--- config.mk ---
export PLATFORM = sky130hd
export DESIGN_NAME = u2_ctrl_top
export DESIGN_NICKNAME = d
export VERILOG_FILES = /design/src/design/ctrl_pkg.sv /design/src/design/readback_mux.sv /design/src/design/settings_regs.sv /design/src/design/u2_ctrl_top.sv /design/src/design/wb_slave_decode.sv
export SDC_FILE = /design/constraint.sdc
export NUM_CORES = 1
export LEC_CHECK = 0
export BUFFER_PORTS_ARGS = -buffer_cell sky130_fd_sc_hd__buf_2
export CORE_MARGIN = 2
export CORE_UTILIZATION = 56
export CTS_CLUSTER_SIZE = 20
export DETAILED_ROUTE_END_ITERATION = 8
export MAX_ROUTING_LAYER = met4
export PLACE_DENSITY = 0.82
export SYNTH_ARGS = -nofsm -noshare
export SYNTH_HDL_FRONTEND = slang
export SYNTH_HIERARCHICAL = 1
export SYNTH_SLANG_ARGS = --single-unit
--- constraint.sdc ---
create_clock -name wb_clk -period 6.3 [get_ports wb_clk]
set_input_delay 1.26 -clock wb_clk [delete_from_list [all_inputs] [get_ports wb_clk]]
set_output_delay 1.26 -clock wb_clk [all_outputs]
set_load 0.01 [all_outputs]
--- src/design/ctrl_pkg.sv ---
// Shared bus widths, slave decode values, settings map and bus structs
// for the board control plane

package ctrl_pkg;

   ////////////////////////////////////////
   // Widths with a meaning

   typedef logic [31:0] wb_data_t;
   typedef logic [15:0] wb_addr_t;
   // Settings register address, byte address bits 9 to 2
   typedef logic [7:0]  set_addr_t;
   // Slave field, byte address bits 15 to 10
   typedef logic [5:0]  slave_sel_t;
   // Readback word, byte address bits 5 to 2
   typedef logic [3:0]  rb_index_t;
   typedef logic [7:0]  ctrl_byte_t;

   ////////////////////////////////////////
   // Slave decode and settings map

   localparam slave_sel_t SLAVE_SETTINGS = 6'b110101;
   localparam slave_sel_t SLAVE_READBACK = 6'b110011;

   localparam set_addr_t SR_CLOCK   = 8'd0;
   localparam set_addr_t SR_SERDES  = 8'd1;
   localparam set_addr_t SR_ADC     = 8'd2;
   localparam set_addr_t SR_LED_SW  = 8'd3;
   localparam set_addr_t SR_PHY     = 8'd4;
   localparam set_addr_t SR_ICACHE  = 8'd7;
   localparam set_addr_t SR_LED_SRC = 8'd8;

   ////////////////////////////////////////
   // Bus structs

   typedef struct packed {
      logic     cyc;
      logic     stb;
      logic     we;
      wb_addr_t adr;
      wb_data_t dat;
   } wb_req_t;

   typedef struct packed {
      logic     ack;
      logic     err;
      wb_data_t dat;
   } wb_rsp_t;

   typedef struct packed {
      logic      stb;
      set_addr_t addr;
      wb_data_t  data;
   } set_bus_t;

   // Board control lines driven from the setting registers
   typedef struct packed {
      logic       clock_ready;
      logic [1:0] clk_en;
      logic [1:0] clk_sel;
      logic       ser_enable;
      logic       ser_prbsen;
      logic       ser_loopen;
      logic       ser_rx_en;
      logic       adc_oe_a;
      logic       adc_on_a;
      logic       adc_oe_b;
      logic       adc_on_b;
      logic       phy_resetn;
   } board_ctrl_t;

endpackage

--- src/design/readback_mux.sv ---
// Status readback of 16 words with a free-running cycle counter
`timescale 1ns/1ps

module readback_mux #(
   parameter ctrl_pkg::wb_data_t COMPAT_NUM = 32'd3
) (
   input  logic                 wb_clk,
   input  logic                 wb_rst,
   input  logic                 rb_req_i,
   input  ctrl_pkg::rb_index_t  rb_index_i,
   input  ctrl_pkg::ctrl_byte_t clock_byte_i,
   input  ctrl_pkg::ctrl_byte_t serdes_byte_i,
   input  ctrl_pkg::ctrl_byte_t adc_byte_i,
   input  logic                 sim_mode_i,
   input  logic [3:0]           clock_divider_i,
   input  logic [7:0]           irq_i,
   output ctrl_pkg::wb_data_t   rb_dat_o
);

   ctrl_pkg::wb_data_t cycle_count_q;
   ctrl_pkg::wb_data_t rb_word;
   ctrl_pkg::wb_data_t rb_dat_q;

   ////////////////////////////////////////
   // Cycle counter

   always_ff @(posedge wb_clk) begin
      if (wb_rst) begin
         cycle_count_q <= '0;
      end else begin
         cycle_count_q <= cycle_count_q + 32'd1;
      end
   end

   ////////////////////////////////////////
   // Word select

   always_comb begin
      case (rb_index_i)
         4'd0: begin
            rb_word = {24'd0, clock_byte_i};
         end
         4'd1: begin
            rb_word = {24'd0, serdes_byte_i};
         end
         4'd2: begin
            rb_word = {24'd0, adc_byte_i};
         end
         4'd3: begin
            // Sim mode flag on top, divider in the low nibble
            rb_word = {sim_mode_i, 27'd0, clock_divider_i};
         end
         4'd4: begin
            rb_word = COMPAT_NUM;
         end
         4'd5: begin
            rb_word = {24'd0, irq_i};
         end
         4'd6: begin
            rb_word = cycle_count_q;
         end
         default: begin
            rb_word = '0;
         end
      endcase
   end

   // Captured with the request, presented during ack
   always_ff @(posedge wb_clk) begin
      if (rb_req_i) begin
         rb_dat_q <= rb_word;
      end
   end

   assign rb_dat_o = rb_dat_q;

endmodule

--- src/design/settings_regs.sv ---
// Board setting registers on the settings bus, the LED source mix
// and the instruction-cache flush pulse
`timescale 1ns/1ps

module settings_regs #(
   parameter ctrl_pkg::ctrl_byte_t LED_SRC_AT_RESET = 8'h1E
) (
   input  logic                  wb_clk,
   input  logic                  wb_rst,
   input  ctrl_pkg::set_bus_t    set_bus_i,
   input  logic                  run_rx_i,
   input  logic                  run_tx_i,
   input  logic                  clk_status_i,
   input  logic                  serdes_link_up_i,
   output ctrl_pkg::board_ctrl_t board_ctrl_o,
   output ctrl_pkg::ctrl_byte_t  leds_o,
   output logic                  flush_icache_o,
   output ctrl_pkg::ctrl_byte_t  clock_byte_o,
   output ctrl_pkg::ctrl_byte_t  serdes_byte_o,
   output ctrl_pkg::ctrl_byte_t  adc_byte_o
);

   ctrl_pkg::ctrl_byte_t clock_q;
   ctrl_pkg::ctrl_byte_t serdes_q;
   ctrl_pkg::ctrl_byte_t adc_q;
   ctrl_pkg::ctrl_byte_t led_sw_q;
   ctrl_pkg::ctrl_byte_t led_src_q;
   ctrl_pkg::ctrl_byte_t led_hw;
   logic                 phy_rst_q;
   logic                 flush_q;

   // Strobe for one register address
   function automatic logic wr_hit(input ctrl_pkg::set_bus_t bus,
                                   input ctrl_pkg::set_addr_t addr);
      return bus.stb && (bus.addr == addr);
   endfunction

   ////////////////////////////////////////
   // Setting registers

   always_ff @(posedge wb_clk) begin
      if (wb_rst) begin
         clock_q   <= '0;
         serdes_q  <= '0;
         adc_q     <= '0;
         led_sw_q  <= '0;
         phy_rst_q <= 1'b0;
         led_src_q <= LED_SRC_AT_RESET;
         flush_q   <= 1'b0;
      end else begin
         if (wr_hit(set_bus_i, ctrl_pkg::SR_CLOCK)) begin
            clock_q <= set_bus_i.data[7:0];
         end
         if (wr_hit(set_bus_i, ctrl_pkg::SR_SERDES)) begin
            serdes_q <= set_bus_i.data[7:0];
         end
         if (wr_hit(set_bus_i, ctrl_pkg::SR_ADC)) begin
            adc_q <= set_bus_i.data[7:0];
         end
         if (wr_hit(set_bus_i, ctrl_pkg::SR_LED_SW)) begin
            led_sw_q <= set_bus_i.data[7:0];
         end
         if (wr_hit(set_bus_i, ctrl_pkg::SR_PHY)) begin
            phy_rst_q <= set_bus_i.data[0];
         end
         if (wr_hit(set_bus_i, ctrl_pkg::SR_LED_SRC)) begin
            led_src_q <= set_bus_i.data[7:0];
         end
         // Any write to the flush address fires, the data is ignored
         flush_q <= wr_hit(set_bus_i, ctrl_pkg::SR_ICACHE);
      end
   end

   ////////////////////////////////////////
   // LEDs, source bit 1 picks hardware

   assign led_hw = {3'b000, run_tx_i, run_rx_i, clk_status_i, serdes_link_up_i, 1'b0};
   assign leds_o = (led_src_q & led_hw) | (~led_src_q & led_sw_q);

   ////////////////////////////////////////
   // Control line mapping

   always_comb begin
      board_ctrl_o.clock_ready = clock_q[4];
      board_ctrl_o.clk_en      = clock_q[3:2];
      board_ctrl_o.clk_sel     = clock_q[1:0];
      board_ctrl_o.ser_enable  = serdes_q[3];
      board_ctrl_o.ser_prbsen  = serdes_q[2];
      board_ctrl_o.ser_loopen  = serdes_q[1];
      board_ctrl_o.ser_rx_en   = serdes_q[0];
      board_ctrl_o.adc_oe_a    = adc_q[3];
      board_ctrl_o.adc_on_a    = adc_q[2];
      board_ctrl_o.adc_oe_b    = adc_q[1];
      board_ctrl_o.adc_on_b    = adc_q[0];
      // PHY register holds the reset, the pin is active low
      board_ctrl_o.phy_resetn  = ~phy_rst_q;
   end

   assign flush_icache_o = flush_q;
   assign clock_byte_o   = clock_q;
   assign serdes_byte_o  = serdes_q;
   assign adc_byte_o     = adc_q;

endmodule

--- src/design/u2_ctrl_top.sv ---
// Board control plane top, Wishbone decode into the settings
// registers and the status readback mux
`timescale 1ns/1ps

module u2_ctrl_top #(
   parameter ctrl_pkg::wb_data_t   COMPAT_NUM       = 32'd3,
   parameter ctrl_pkg::ctrl_byte_t LED_SRC_AT_RESET = 8'h1E
) (
   input  logic                  wb_clk,
   input  logic                  wb_rst,

   // Processor bus
   input  ctrl_pkg::wb_req_t     wb_req_i,
   output ctrl_pkg::wb_rsp_t     wb_rsp_o,

   // Status inputs
   input  logic                  run_rx_i,
   input  logic                  run_tx_i,
   input  logic                  clk_status_i,
   input  logic                  serdes_link_up_i,
   input  logic                  sim_mode_i,
   input  logic [3:0]            clock_divider_i,
   input  logic [7:0]            irq_i,

   // Board controls
   output ctrl_pkg::board_ctrl_t board_ctrl_o,
   output ctrl_pkg::ctrl_byte_t  leds_o,
   output logic                  flush_icache_o
);

   ctrl_pkg::set_bus_t   set_bus;
   logic                 rb_req;
   ctrl_pkg::rb_index_t  rb_index;
   ctrl_pkg::wb_data_t   rb_dat;
   ctrl_pkg::ctrl_byte_t clock_byte;
   ctrl_pkg::ctrl_byte_t serdes_byte;
   ctrl_pkg::ctrl_byte_t adc_byte;

   ////////////////////////////////////////
   // Bus decode

   wb_slave_decode i_decode (
      .wb_clk     (wb_clk),
      .wb_rst     (wb_rst),
      .wb_req_i   (wb_req_i),
      .rb_dat_i   (rb_dat),
      .wb_rsp_o   (wb_rsp_o),
      .set_bus_o  (set_bus),
      .rb_req_o   (rb_req),
      .rb_index_o (rb_index)
   );

   ////////////////////////////////////////
   // Settings slave

   settings_regs #(
      .LED_SRC_AT_RESET (LED_SRC_AT_RESET)
   ) i_settings (
      .wb_clk           (wb_clk),
      .wb_rst           (wb_rst),
      .set_bus_i        (set_bus),
      .run_rx_i         (run_rx_i),
      .run_tx_i         (run_tx_i),
      .clk_status_i     (clk_status_i),
      .serdes_link_up_i (serdes_link_up_i),
      .board_ctrl_o     (board_ctrl_o),
      .leds_o           (leds_o),
      .flush_icache_o   (flush_icache_o),
      .clock_byte_o     (clock_byte),
      .serdes_byte_o    (serdes_byte),
      .adc_byte_o       (adc_byte)
   );

   ////////////////////////////////////////
   // Readback slave

   readback_mux #(
      .COMPAT_NUM (COMPAT_NUM)
   ) i_readback (
      .wb_clk          (wb_clk),
      .wb_rst          (wb_rst),
      .rb_req_i        (rb_req),
      .rb_index_i      (rb_index),
      .clock_byte_i    (clock_byte),
      .serdes_byte_i   (serdes_byte),
      .adc_byte_i      (adc_byte),
      .sim_mode_i      (sim_mode_i),
      .clock_divider_i (clock_divider_i),
      .irq_i           (irq_i),
      .rb_dat_o        (rb_dat)
   );

endmodule

--- src/design/wb_slave_decode.sv ---
// Wishbone slave decode for the settings bus and the readback mux,
// answering every request with one registered ack or err
`timescale 1ns/1ps

module wb_slave_decode (
   input  logic                wb_clk,
   input  logic                wb_rst,
   input  ctrl_pkg::wb_req_t   wb_req_i,
   input  ctrl_pkg::wb_data_t  rb_dat_i,
   output ctrl_pkg::wb_rsp_t   wb_rsp_o,
   output ctrl_pkg::set_bus_t  set_bus_o,
   output logic                rb_req_o,
   output ctrl_pkg::rb_index_t rb_index_o
);

   ctrl_pkg::slave_sel_t slave_sel;
   logic                 hit_set;
   logic                 hit_rb;
   logic                 new_req;
   logic                 pending_q;
   logic                 ack_q;
   logic                 err_q;
   logic                 rb_rd_q;
   logic                 set_stb_q;
   ctrl_pkg::set_addr_t  set_addr_q;
   ctrl_pkg::wb_data_t   set_data_q;

   assign slave_sel = wb_req_i.adr[15:10];
   assign hit_set   = (slave_sel == ctrl_pkg::SLAVE_SETTINGS);
   assign hit_rb    = (slave_sel == ctrl_pkg::SLAVE_READBACK);

   // First cycle of a request only, the master holds stb until it sees the response
   assign new_req = wb_req_i.cyc & wb_req_i.stb & ~pending_q;

   // Mux registers the word at the same edge that raises ack
   assign rb_req_o   = new_req & hit_rb & ~wb_req_i.we;
   assign rb_index_o = wb_req_i.adr[5:2];

   always_ff @(posedge wb_clk) begin
      if (wb_rst) begin
         pending_q <= 1'b0;
         ack_q     <= 1'b0;
         err_q     <= 1'b0;
         rb_rd_q   <= 1'b0;
         set_stb_q <= 1'b0;
      end else begin
         pending_q <= wb_req_i.cyc & wb_req_i.stb;
         ack_q     <= new_req & (hit_set | hit_rb);
         err_q     <= new_req & ~(hit_set | hit_rb);
         rb_rd_q   <= rb_req_o;
         set_stb_q <= new_req & hit_set & wb_req_i.we;
      end
   end

   // Settings address and data, held for the strobe cycle
   always_ff @(posedge wb_clk) begin
      if (new_req && hit_set && wb_req_i.we) begin
         set_addr_q <= wb_req_i.adr[9:2];
         set_data_q <= wb_req_i.dat;
      end
   end

   always_comb begin
      wb_rsp_o.ack   = ack_q;
      wb_rsp_o.err   = err_q;
      // Settings reads and all writes return zero
      wb_rsp_o.dat   = rb_rd_q ? rb_dat_i : '0;
      set_bus_o.stb  = set_stb_q;
      set_bus_o.addr = set_addr_q;
      set_bus_o.data = set_data_q;
   end

endmodule

==> impl_metrics.tcl, run 1 <==
set metrics [dict create \
    status "finished, final reports clean" \
    nNetsFinal 688 \
    grt_pass1_wl_um 20840 \
    grt_pass1_vias 4296 \
    tritoncts "done" \
    tns_ns 0 \
    finalNonFillerCells 766 \
    min_period_ns 3.011 \
    clkLatencyLatePin_ns 0.51 \
    core_area_um2 10320 \
    fmax_ghz 0.3321 \
    htree_num_levels 4 \
    antenna_left 0 \
    drtPass1Iterations 5 \
    cts.hold.buffers_added 0 \
    vias 4410 \
    path_class "in -> out" \
    drc_errors 0 \
    p_leak_nw 2.831 \
    antenna_found_initial 0 \
    hpwl_um 8394 \
    slew_violations 0 \
    clockBufferDepth 2 \
    syn2layout_area_growth_pct 16.38 \
    place_ws_ns 3.295 \
    power_density_nw_per_um2 262.4 \
    netSwitchingPower_mw 0.3711 \
    die_height_um 107.1 \
    crit_path_start_kind "input pin" \
    path_max_fanout 1 \
    post_cts_resized 0 \
    slew_headroom 0.4306 \
    multi_input_area_um2 2609 \
    dpl_cell_area_um2 6366 \
    setup_violations 0 \
    most-common-layout-cells "100 x buf_2, 79 x dfxtp_1, 51 x and2_1" \
    viasPerCell 5.757 \
    vdd_ir_drop_max_v 0.0001838 \
    hp-class "reg -> reg" \
    hold_viol_final 0 \
    end_kind "primary output" \
    drt_iter0_markers 328 \
    syn-cell-area_um2 5949 \
    die-area_um2 11460 \
    yosysWarnings 6 \
    io_buffers 100 \
    routed_wl_um 12880 \
    cts_buffers 17 \
    grt_max_degree 91 \
    fin_area_um2 6924 \
    pin_count 127 \
    whs_path_depth 2 \
    grt_setup_unrepaired "no" \
    place.gp.congestion 0.8165 \
    cap_violations 0 \
    clock-root-buffer "clkbuf_8" \
    tightestPinTransition_ns 0.8515 \
    worst_clock_skew_ns 0.007098 \
    arrival_ns 1.75 \
    overflow 0 \
    worstRegToRegCells 5 \
    num-fill-cells 763 \
    die_w_um 107.1 \
    synthesis.nets 618 \
    clk_pin_slew_ns 0.06 \
    avgSynthCellArea_um2 10.88 \
    r2r_end "i_readback/cycle_count_q[14]" \
    postCtsSetupBuffers 0 \
    hp-start "i_settings/led_sw_q[6]" \
    grt_usage 0.2410 \
    fin_crit_sh 0.4780 \
    regToRegSetupSlack_ns 3.86 \
    comb_power_share 0.035 \
    clkSinkCount 127 \
    rr_startpoint "i_readback/cycle_count_q[0]" \
    clockPowerShare 0.495 \
    drive_gt1_frac 0.2603 \
    swShare 0.2043 \
    p_seq_frac 0.470 \
    diodes 0 \
    final_common_cell "buf_2" \
    start_util 0.5763 \
    numPlacedInstances 734 \
    wl_per_cell_um 16.82 \
    setup_ws_ns 3.289 \
    worstHoldEndpoint "i_settings/led_sw_q[6]" \
    std_cell_rows 37 \
    internal-power_mw 1.445 \
    seqCellArea_um2 3023 \
    synthCells 547 \
    cp_data_required_time_ns 5.04 \
]
-- through the flow --
stage / util / hold WS [ns] / power (mW)
CTS: 0.6707 / 0.4788 / 1.823
global placement: 0.6167 / 0.4574 / 0.9315
global route: 0.6707 / 0.5044 / 1.867
finish: 0.6707 / 0.4776 / 1.817
floorplan: - / 0.4408 / 0.9090
detailed placement: 0.6167 / 0.4687 / 0.9335
-- how the worst max path moves through the flow --
| stage | from | to | slack [ns] |
|---|---|---|---|
| 2_1_floorplan | wb_req_i[45] | i_readback/rb_dat_o[0] | 2.51 |
| 3_3_place_gp | run_rx_i | leds_o[3] | 3.31 |
| 5_1_grt | i_decode/rb_rd_q | wb_rsp_o[6] | 3.18 |
| 3_5_place_dp | run_rx_i | leds_o[3] | 3.29 |
| 4_1_cts | i_decode/rb_rd_q | wb_rsp_o[4] | 3.27 |
| 6_report | run_rx_i | leds_o[3] | 3.29 |
-- critical path: stages --
cell and delay (ns):
buf_2 0.10, mux2_2 0.25, buf_2 0.14
-- state kept, by name, indices dropped and copies added, names as in the netlist --
signal and cells:
i_decode/err_q 1, i_settings/flush_icache_o 1, i_settings/clock_byte_o 8, i_settings/led_sw_q 8, i_decode/ack_q 1, i_decode/rb_rd_q 1, i_settings/phy_rst_q 1, i_decode/pending_q 1
i_readback/rb_dat_o 32, i_decode/set_stb_q 1, i_decode/set_data_q 8, i_settings/led_src_q 8, i_readback/cycle_count_q 32, i_settings/serdes_byte_o 8, i_decode/set_addr_q 8, i_settings/adc_byte_o 8
-- power groups by stage --
stage                     logic (mW)  registers [mW]  clock network [mW]
after floorplan               0.0391           0.870                   0
after global placement        0.0612           0.870                   0
after detailed placement      0.0630           0.871                   0
after CTS                     0.0633           0.853               0.906
after global routing          0.0693           0.853               0.944
final                         0.0643           0.853               0.899
-- metal layers --
| metal | vias to the layer above | GRT usage | wire length [um] |
|---|---|---|---|
| met2 | 180 | 0.3793 | 6328 |
| met4 | 0 | 0.1002 | 214 |
| met5 | - | - | 0 |
| met1 | 2115 | 0.2987 | 5574 |
| met3 | 18 | 0.05836 | 762 |
| li1 | 2097 | - | - |
-- area by class of cell --
cell class	count	share of cell area
clock buffers	27	0.07698
clock inverters	5	0.003614
inverters	9	0.004879
multi-input cells	358	0.3768
flip-flops and latches	127	0.4366
well taps	136	0.02458
repair buffers	104	0.07662
(Power assumes the default switching activity.)
==> inputs of run 2 (changes only) <==
- CORE_UTILIZATION: 56 -> 50
- PLACE_DENSITY: 0.82 -> 0.77
- clock period: 6.3 -> 2.7 ns (I/O delays scaled with it)
==> run 2 against run 1 <==
First-iteration DRC count fell by 28%. The flow now finishes with violations (DRC). Worst hold slack got worse by 0.18 ns. Cell area is 0.83% higher. Die area is 12% higher. Critical path type is now reg -> reg. Highest routed layer unchanged.
==> impl_metrics.tcl, run 2 (same netlist as run 1, synthesis figures left out) <==
set metrics [dict create \
    status "complete, but fails checks" \
    violations "DRC" \
    regToRegSetupSlack_ns 0.55 \
    nNetsFinal 690 \
    start_util 0.5166 \
    post_cts_resized 0 \
    fmax_ghz 0.4641 \
    cts.hold.buffers_added 0 \
    grt_pass1_wl_um 20490 \
    core_area_um2 11520 \
    tns_ns 0 \
    drt_iter0_markers 235 \
    die-area_um2 12790 \
    cts_buffers 17 \
    comb_power_share 0.034 \
    tritoncts "done" \
    clkSinkCount 127 \
    path_max_fanout 23 \
    vdd_ir_drop_max_v 0.0003616 \
    r2r_end "i_readback/cycle_count_q[31]" \
    final_common_cell "buf_2" \
    fin_crit_sh 0.7981 \
    clock-root-buffer "clkbuf_16" \
    crit_start "i_readback/cycle_count_q[6]" \
    tightestPinTransition_ns 0.6996 \
    clockBufferDepth 2 \
    worst_clock_skew_ns 0.009587 \
    grt_usage 0.2110 \
    hold_viol_final 0 \
    crit_path_start_kind "flop" \
    setup_violations 0 \
    antenna_left 0 \
    arrival_ns 2.46 \
    drtPass1Iterations 7 \
    hpwl_um 8581 \
    min_period_ns 2.155 \
    clockPowerShare 0.511 \
    wl_per_cell_um 16.12 \
    io_buffers 100 \
    drc_errors 12 \
    pin_count 127 \
    finalNonFillerCells 775 \
    numPlacedInstances 743 \
    grt_max_degree 91 \
    p_seq_frac 0.455 \
    path_class "reg -> reg" \
    clk_pin_slew_ns 0.05 \
    p_leak_nw 2.848 \
    viasPerCell 5.516 \
    internal-power_mw 3.486 \
    cp_data_required_time_ns 3.00 \
    drive_gt1_frac 0.2611 \
    postCtsSetupBuffers 0 \
    htree_num_levels 4 \
    worstRegToRegCells 4 \
    std_cell_rows 39 \
    die_w_um 113.1 \
    swShare 0.2040 \
    end_kind "flop" \
    cap_violations 0 \
    overflow 0 \
    slew_violations 0 \
    slew_headroom 0.5311 \
    place.gp.congestion 0.8460 \
    total_power_mw 4.379 \
    most-common-layout-cells "100 x buf_2, 79 x dfxtp_1, 51 x and2_1" \
    netSwitchingPower_mw 0.8935 \
    clkLatencyLatePin_ns 0.42 \
    die_height_um 113.1 \
    antenna_found_initial 0 \
    grt_setup_unrepaired "no" \
    diodes 0 \
    syn2layout_area_growth_pct 17.35 \
    critPathCapture "i_readback/cycle_count_q[31]" \
    hp-class "in -> reg" \
    routed_wl_um 12490 \
    vias 4275 \
    rr_startpoint "i_readback/cycle_count_q[6]" \
    grt_pass1_vias 4230 \
    power_density_nw_per_um2 627.3 \
]
## run 2: changes by cell type in the layout (fill, tap and decap cells not counted)
cell | before | now
clkbuf_8 | 7 | 0
bufinv_16 | 0 | 3
clkinv_1 | 0 | 2
clkinvlp_4 | 0 | 2
buf_12 | 0 | 1
buf_4 | 4 | 5
clkbuf_1 | 3 | 2
clkinv_4 | 0 | 1
## run 2: power groups by stage
stage               registers (mW)  logic [mW]  clock network, mW
global route                  1.99       0.164               2.35
floorplan                     2.03      0.0919                  0
global placement              2.03       0.144                  0
finish                        1.99       0.151               2.24
CTS                           1.99       0.150               2.26
detailed placement            2.03       0.149                  0
## run 2: cell type report
| class | instances | area (um^2) |
|---|---|---|
| sequential | 127 | 3023 |
| clock buffer | 19 | 432.9 |
| tap | 143 | 178.9 |
| fill | 934 | 4534 |
| multi-input combinational | 358 | 2609 |
| inverter | 9 | 33.78 |
| timing repair buffer | 106 | 558.0 |
| clock inverter | 13 | 146.4 |
## run 2: worst max-delay path, cell delays in order, from the launching register on
cell and delay [ns]:
dfxtp_1 0.43, nand3_2 0.23, or4_4 0.71, nor4_1 0.32, mux2_1 0.35
## run 2: how the worst min path moves through the flow
stage | slack, ns | depth (start not counted) | from | endpoint
floorplan | 0.44 | 1 | i_readback/cycle_count_q[0] | i_readback/cycle_count_q[0]
global placement | 0.46 | 2 | i_settings/led_sw_q[5] | i_settings/led_sw_q[5]
detailed placement | 0.46 | 1 | i_readback/cycle_count_q[0] | i_readback/cycle_count_q[0]
CTS | 0.28 | 1 | wb_req_i[6] | i_decode/set_data_q[6]
global route | 0.28 | 1 | wb_req_i[0] | i_decode/set_data_q[0]
finish | 0.29 | 1 | wb_req_i[6] | i_decode/set_data_q[6]
## run 2: layer usage
metal / routed length (um) / vias up / track usage
met1: 5693 / 2016 / 0.2672
met4: 178 / 0 / 0.07317
met5: 0 / - / -
met2: 5838 / 145 / 0.3265
met3: 781 / 20 / 0.05999
li1: - / 2094 / -
## run 2: through the flow
step	setup slack, ns	hold slack, ns	util	area (um^2)
final	0.5452	0.2941	0.6063	6982
after global routing	0.3900	0.2792	0.6063	6982
after CTS	0.5194	0.2834	0.6063	6982
after detailed placement	0.4668	0.4649	0.5560	6402
after global placement	0.5481	0.4573	0.5560	6402
after floorplan	0.3330	0.4408	-	5958
==> inputs of run 3 (changes only) <==
- ABC_AREA: not set -> 1
- CORE_UTILIZATION: 50 -> 51
- PLACE_DENSITY: 0.77 -> 0.78
- clock period: 2.7 -> 1.93 ns (I/O delays scaled with it)
==> run 3 against run 2 <==
The flow now finishes without violations. Count of clock-buffer cells in the layout is 2 lower. Register-to-register slack worse by 0.05 ns. Worst hold slack worse by 0.15 ns. Via count is 24% higher. Cell area is 4.7% higher. Sequential power is 40% higher.
==> impl_metrics.tcl, run 3 <==
set metrics [dict create \
    status "finished, final reports clean" \
    crit_chain "buf_4 -> nand2_1 -> inv_1 -> buf_2" \
    avgSynthCellArea_um2 7.702 \
    num-fill-cells 983 \
    min_period_ns 1.701 \
    fin_crit_sh 0.8811 \
    setup_violations 0 \
    io_buffers 100 \
    path_max_fanout 32 \
    vdd_ir_drop_max_v 0.0006412 \
    seqCellArea_um2 3023 \
    die_w_um 114.5 \
    cap_violations 0 \
    cp_slowest_cell "dfxtp_1" \
    fin_area_um2 7311 \
    cp_top_family "buffers and inverters" \
    grt_max_degree 65 \
    most-common-layout-cells "150 x nand2_1, 135 x nor2_1, 102 x inv_1" \
    antenna_found_initial 0 \
    hpwl_um 9674 \
    hp-class "in -> reg" \
    tritoncts "done" \
    nNetsFinal 962 \
    crit_path_start_kind "flop" \
    cp_data_required_time_ns 1.54 \
    path_class "reg -> out" \
    pin_count 127 \
    clk_pin_slew_ns 0.06 \
    grt_usage 0.2266 \
    power_density_nw_per_um2 853.4 \
    tightestPinTransition_ns 0.6749 \
    drc_errors 0 \
    yosysWarnings 6 \
    worst_path_largest_cell_delay_ns 0.30 \
    clkLatencyLatePin_ns 0.42 \
    drive_gt1_frac 0.2223 \
    cts.hold.buffers_added 0 \
    diodes 0 \
    grt_pass1_wl_um 22340 \
    overflow 0 \
    critPathBufInv 3 \
    end_kind "primary output" \
    clockBufferDepth 2 \
    grt_setup_unrepaired "no" \
    clkSinkCount 127 \
    drt_iter0_markers 380 \
    postCtsSetupBuffers 0 \
    hold_viol_final 0 \
    slew_headroom 0.5496 \
    die_height_um 114.5 \
    htree_num_levels 4 \
    dpl_cell_area_um2 6703 \
    final_common_cell "nand2_1" \
    post_cts_resized 0 \
    wl_per_cell_um 13.14 \
    drtPass1Iterations 5 \
    std_cell_rows 40 \
    tns_ns 0 \
    viasPerCell 5.041 \
    synthesis.nets 879 \
    syn2layout_area_growth_pct 17.47 \
    syn-cell-area_um2 6223 \
    multi_input_area_um2 2440 \
    arrival_ns 1.31 \
    p_leak_nw 3.268 \
    grt_pass1_vias 4580 \
    vias 5298 \
    slew_violations 0 \
    fmax_ghz 0.5880 \
    place.gp.congestion 0.9324 \
    worst_clock_skew_ns 0.008135 \
    cts_buffers 17 \
    synthCells 808 \
    core_area_um2 11960 \
    die-area_um2 13100 \
    clock-root-buffer "clkbuf_16" \
    antenna_left 0 \
    start_util 0.5203 \
    routed_wl_um 13810 \
]
run 3: per-stage QoR:
step	worst slack (ns)	util	total power [mW]	cells	hold WS [ns]
floorplan	0.1856	-	2.960	808	0.4173
global placement	0.2234	0.5604	3.035	1019	0.4338
detailed placement	0.2040	0.5604	3.040	1019	0.4588
CTS	0.2038	0.6112	6.276	1051	0.1276
global route	0.09092	0.6112	6.438	1051	0.1247
finish	0.2294	0.6112	6.239	1051	0.1421
run 3: where the power goes:
group	internal (mW)	total [mW]	switching, mW
clock	2.04	3.25	1.21
sequential	2.78	2.78	0.00543
combinational	0.0785	0.204	0.126
total	4.90	6.24	1.34
run 3: metal layers:
layer  part of all wire  up-vias  GRT usage
met5                  0        -          -
met4              0.014        0    0.07154
met3              0.082       13    0.04711
met2               0.45      214     0.3448
met1               0.45     2343     0.3050
li1                   -     2728          -
run 3: layout make-up:
cell class | instances | share of cell area
inverter | 114 | 0.05853
clock buffer | 17 | 0.05819
sequential | 127 | 0.4135
multi-input combinational | 519 | 0.3337
timing repair buffer | 112 | 0.08591
clock inverter | 15 | 0.02499
tap | 147 | 0.02516
run 3: path summary, 6_finish.rpt:
path / start / to / slack (ns) / depth (start not counted)
min reg2reg: i_settings/led_src_q[3] / i_settings/led_src_q[3] / 0.48 / 2
min: wb_req_i[5] / i_decode/set_data_q[5] / 0.14 / 1
max reg2reg: i_decode/set_addr_q[2] / i_settings/clock_byte_o[0] / 0.50 / 7
max: i_decode/rb_rd_q / wb_rsp_o[5] / 0.23 / 4
run 3: worst reg2reg max path: cells and delay by family, from the launching register on:
| kind | cells | cell delay, ns |
|---|---|---|
| AND/OR/NAND/NOR | 5 | 0.58 |
| flip-flops | 1 | 0.38 |
| buffers and inverters | 2 | 0.37 |
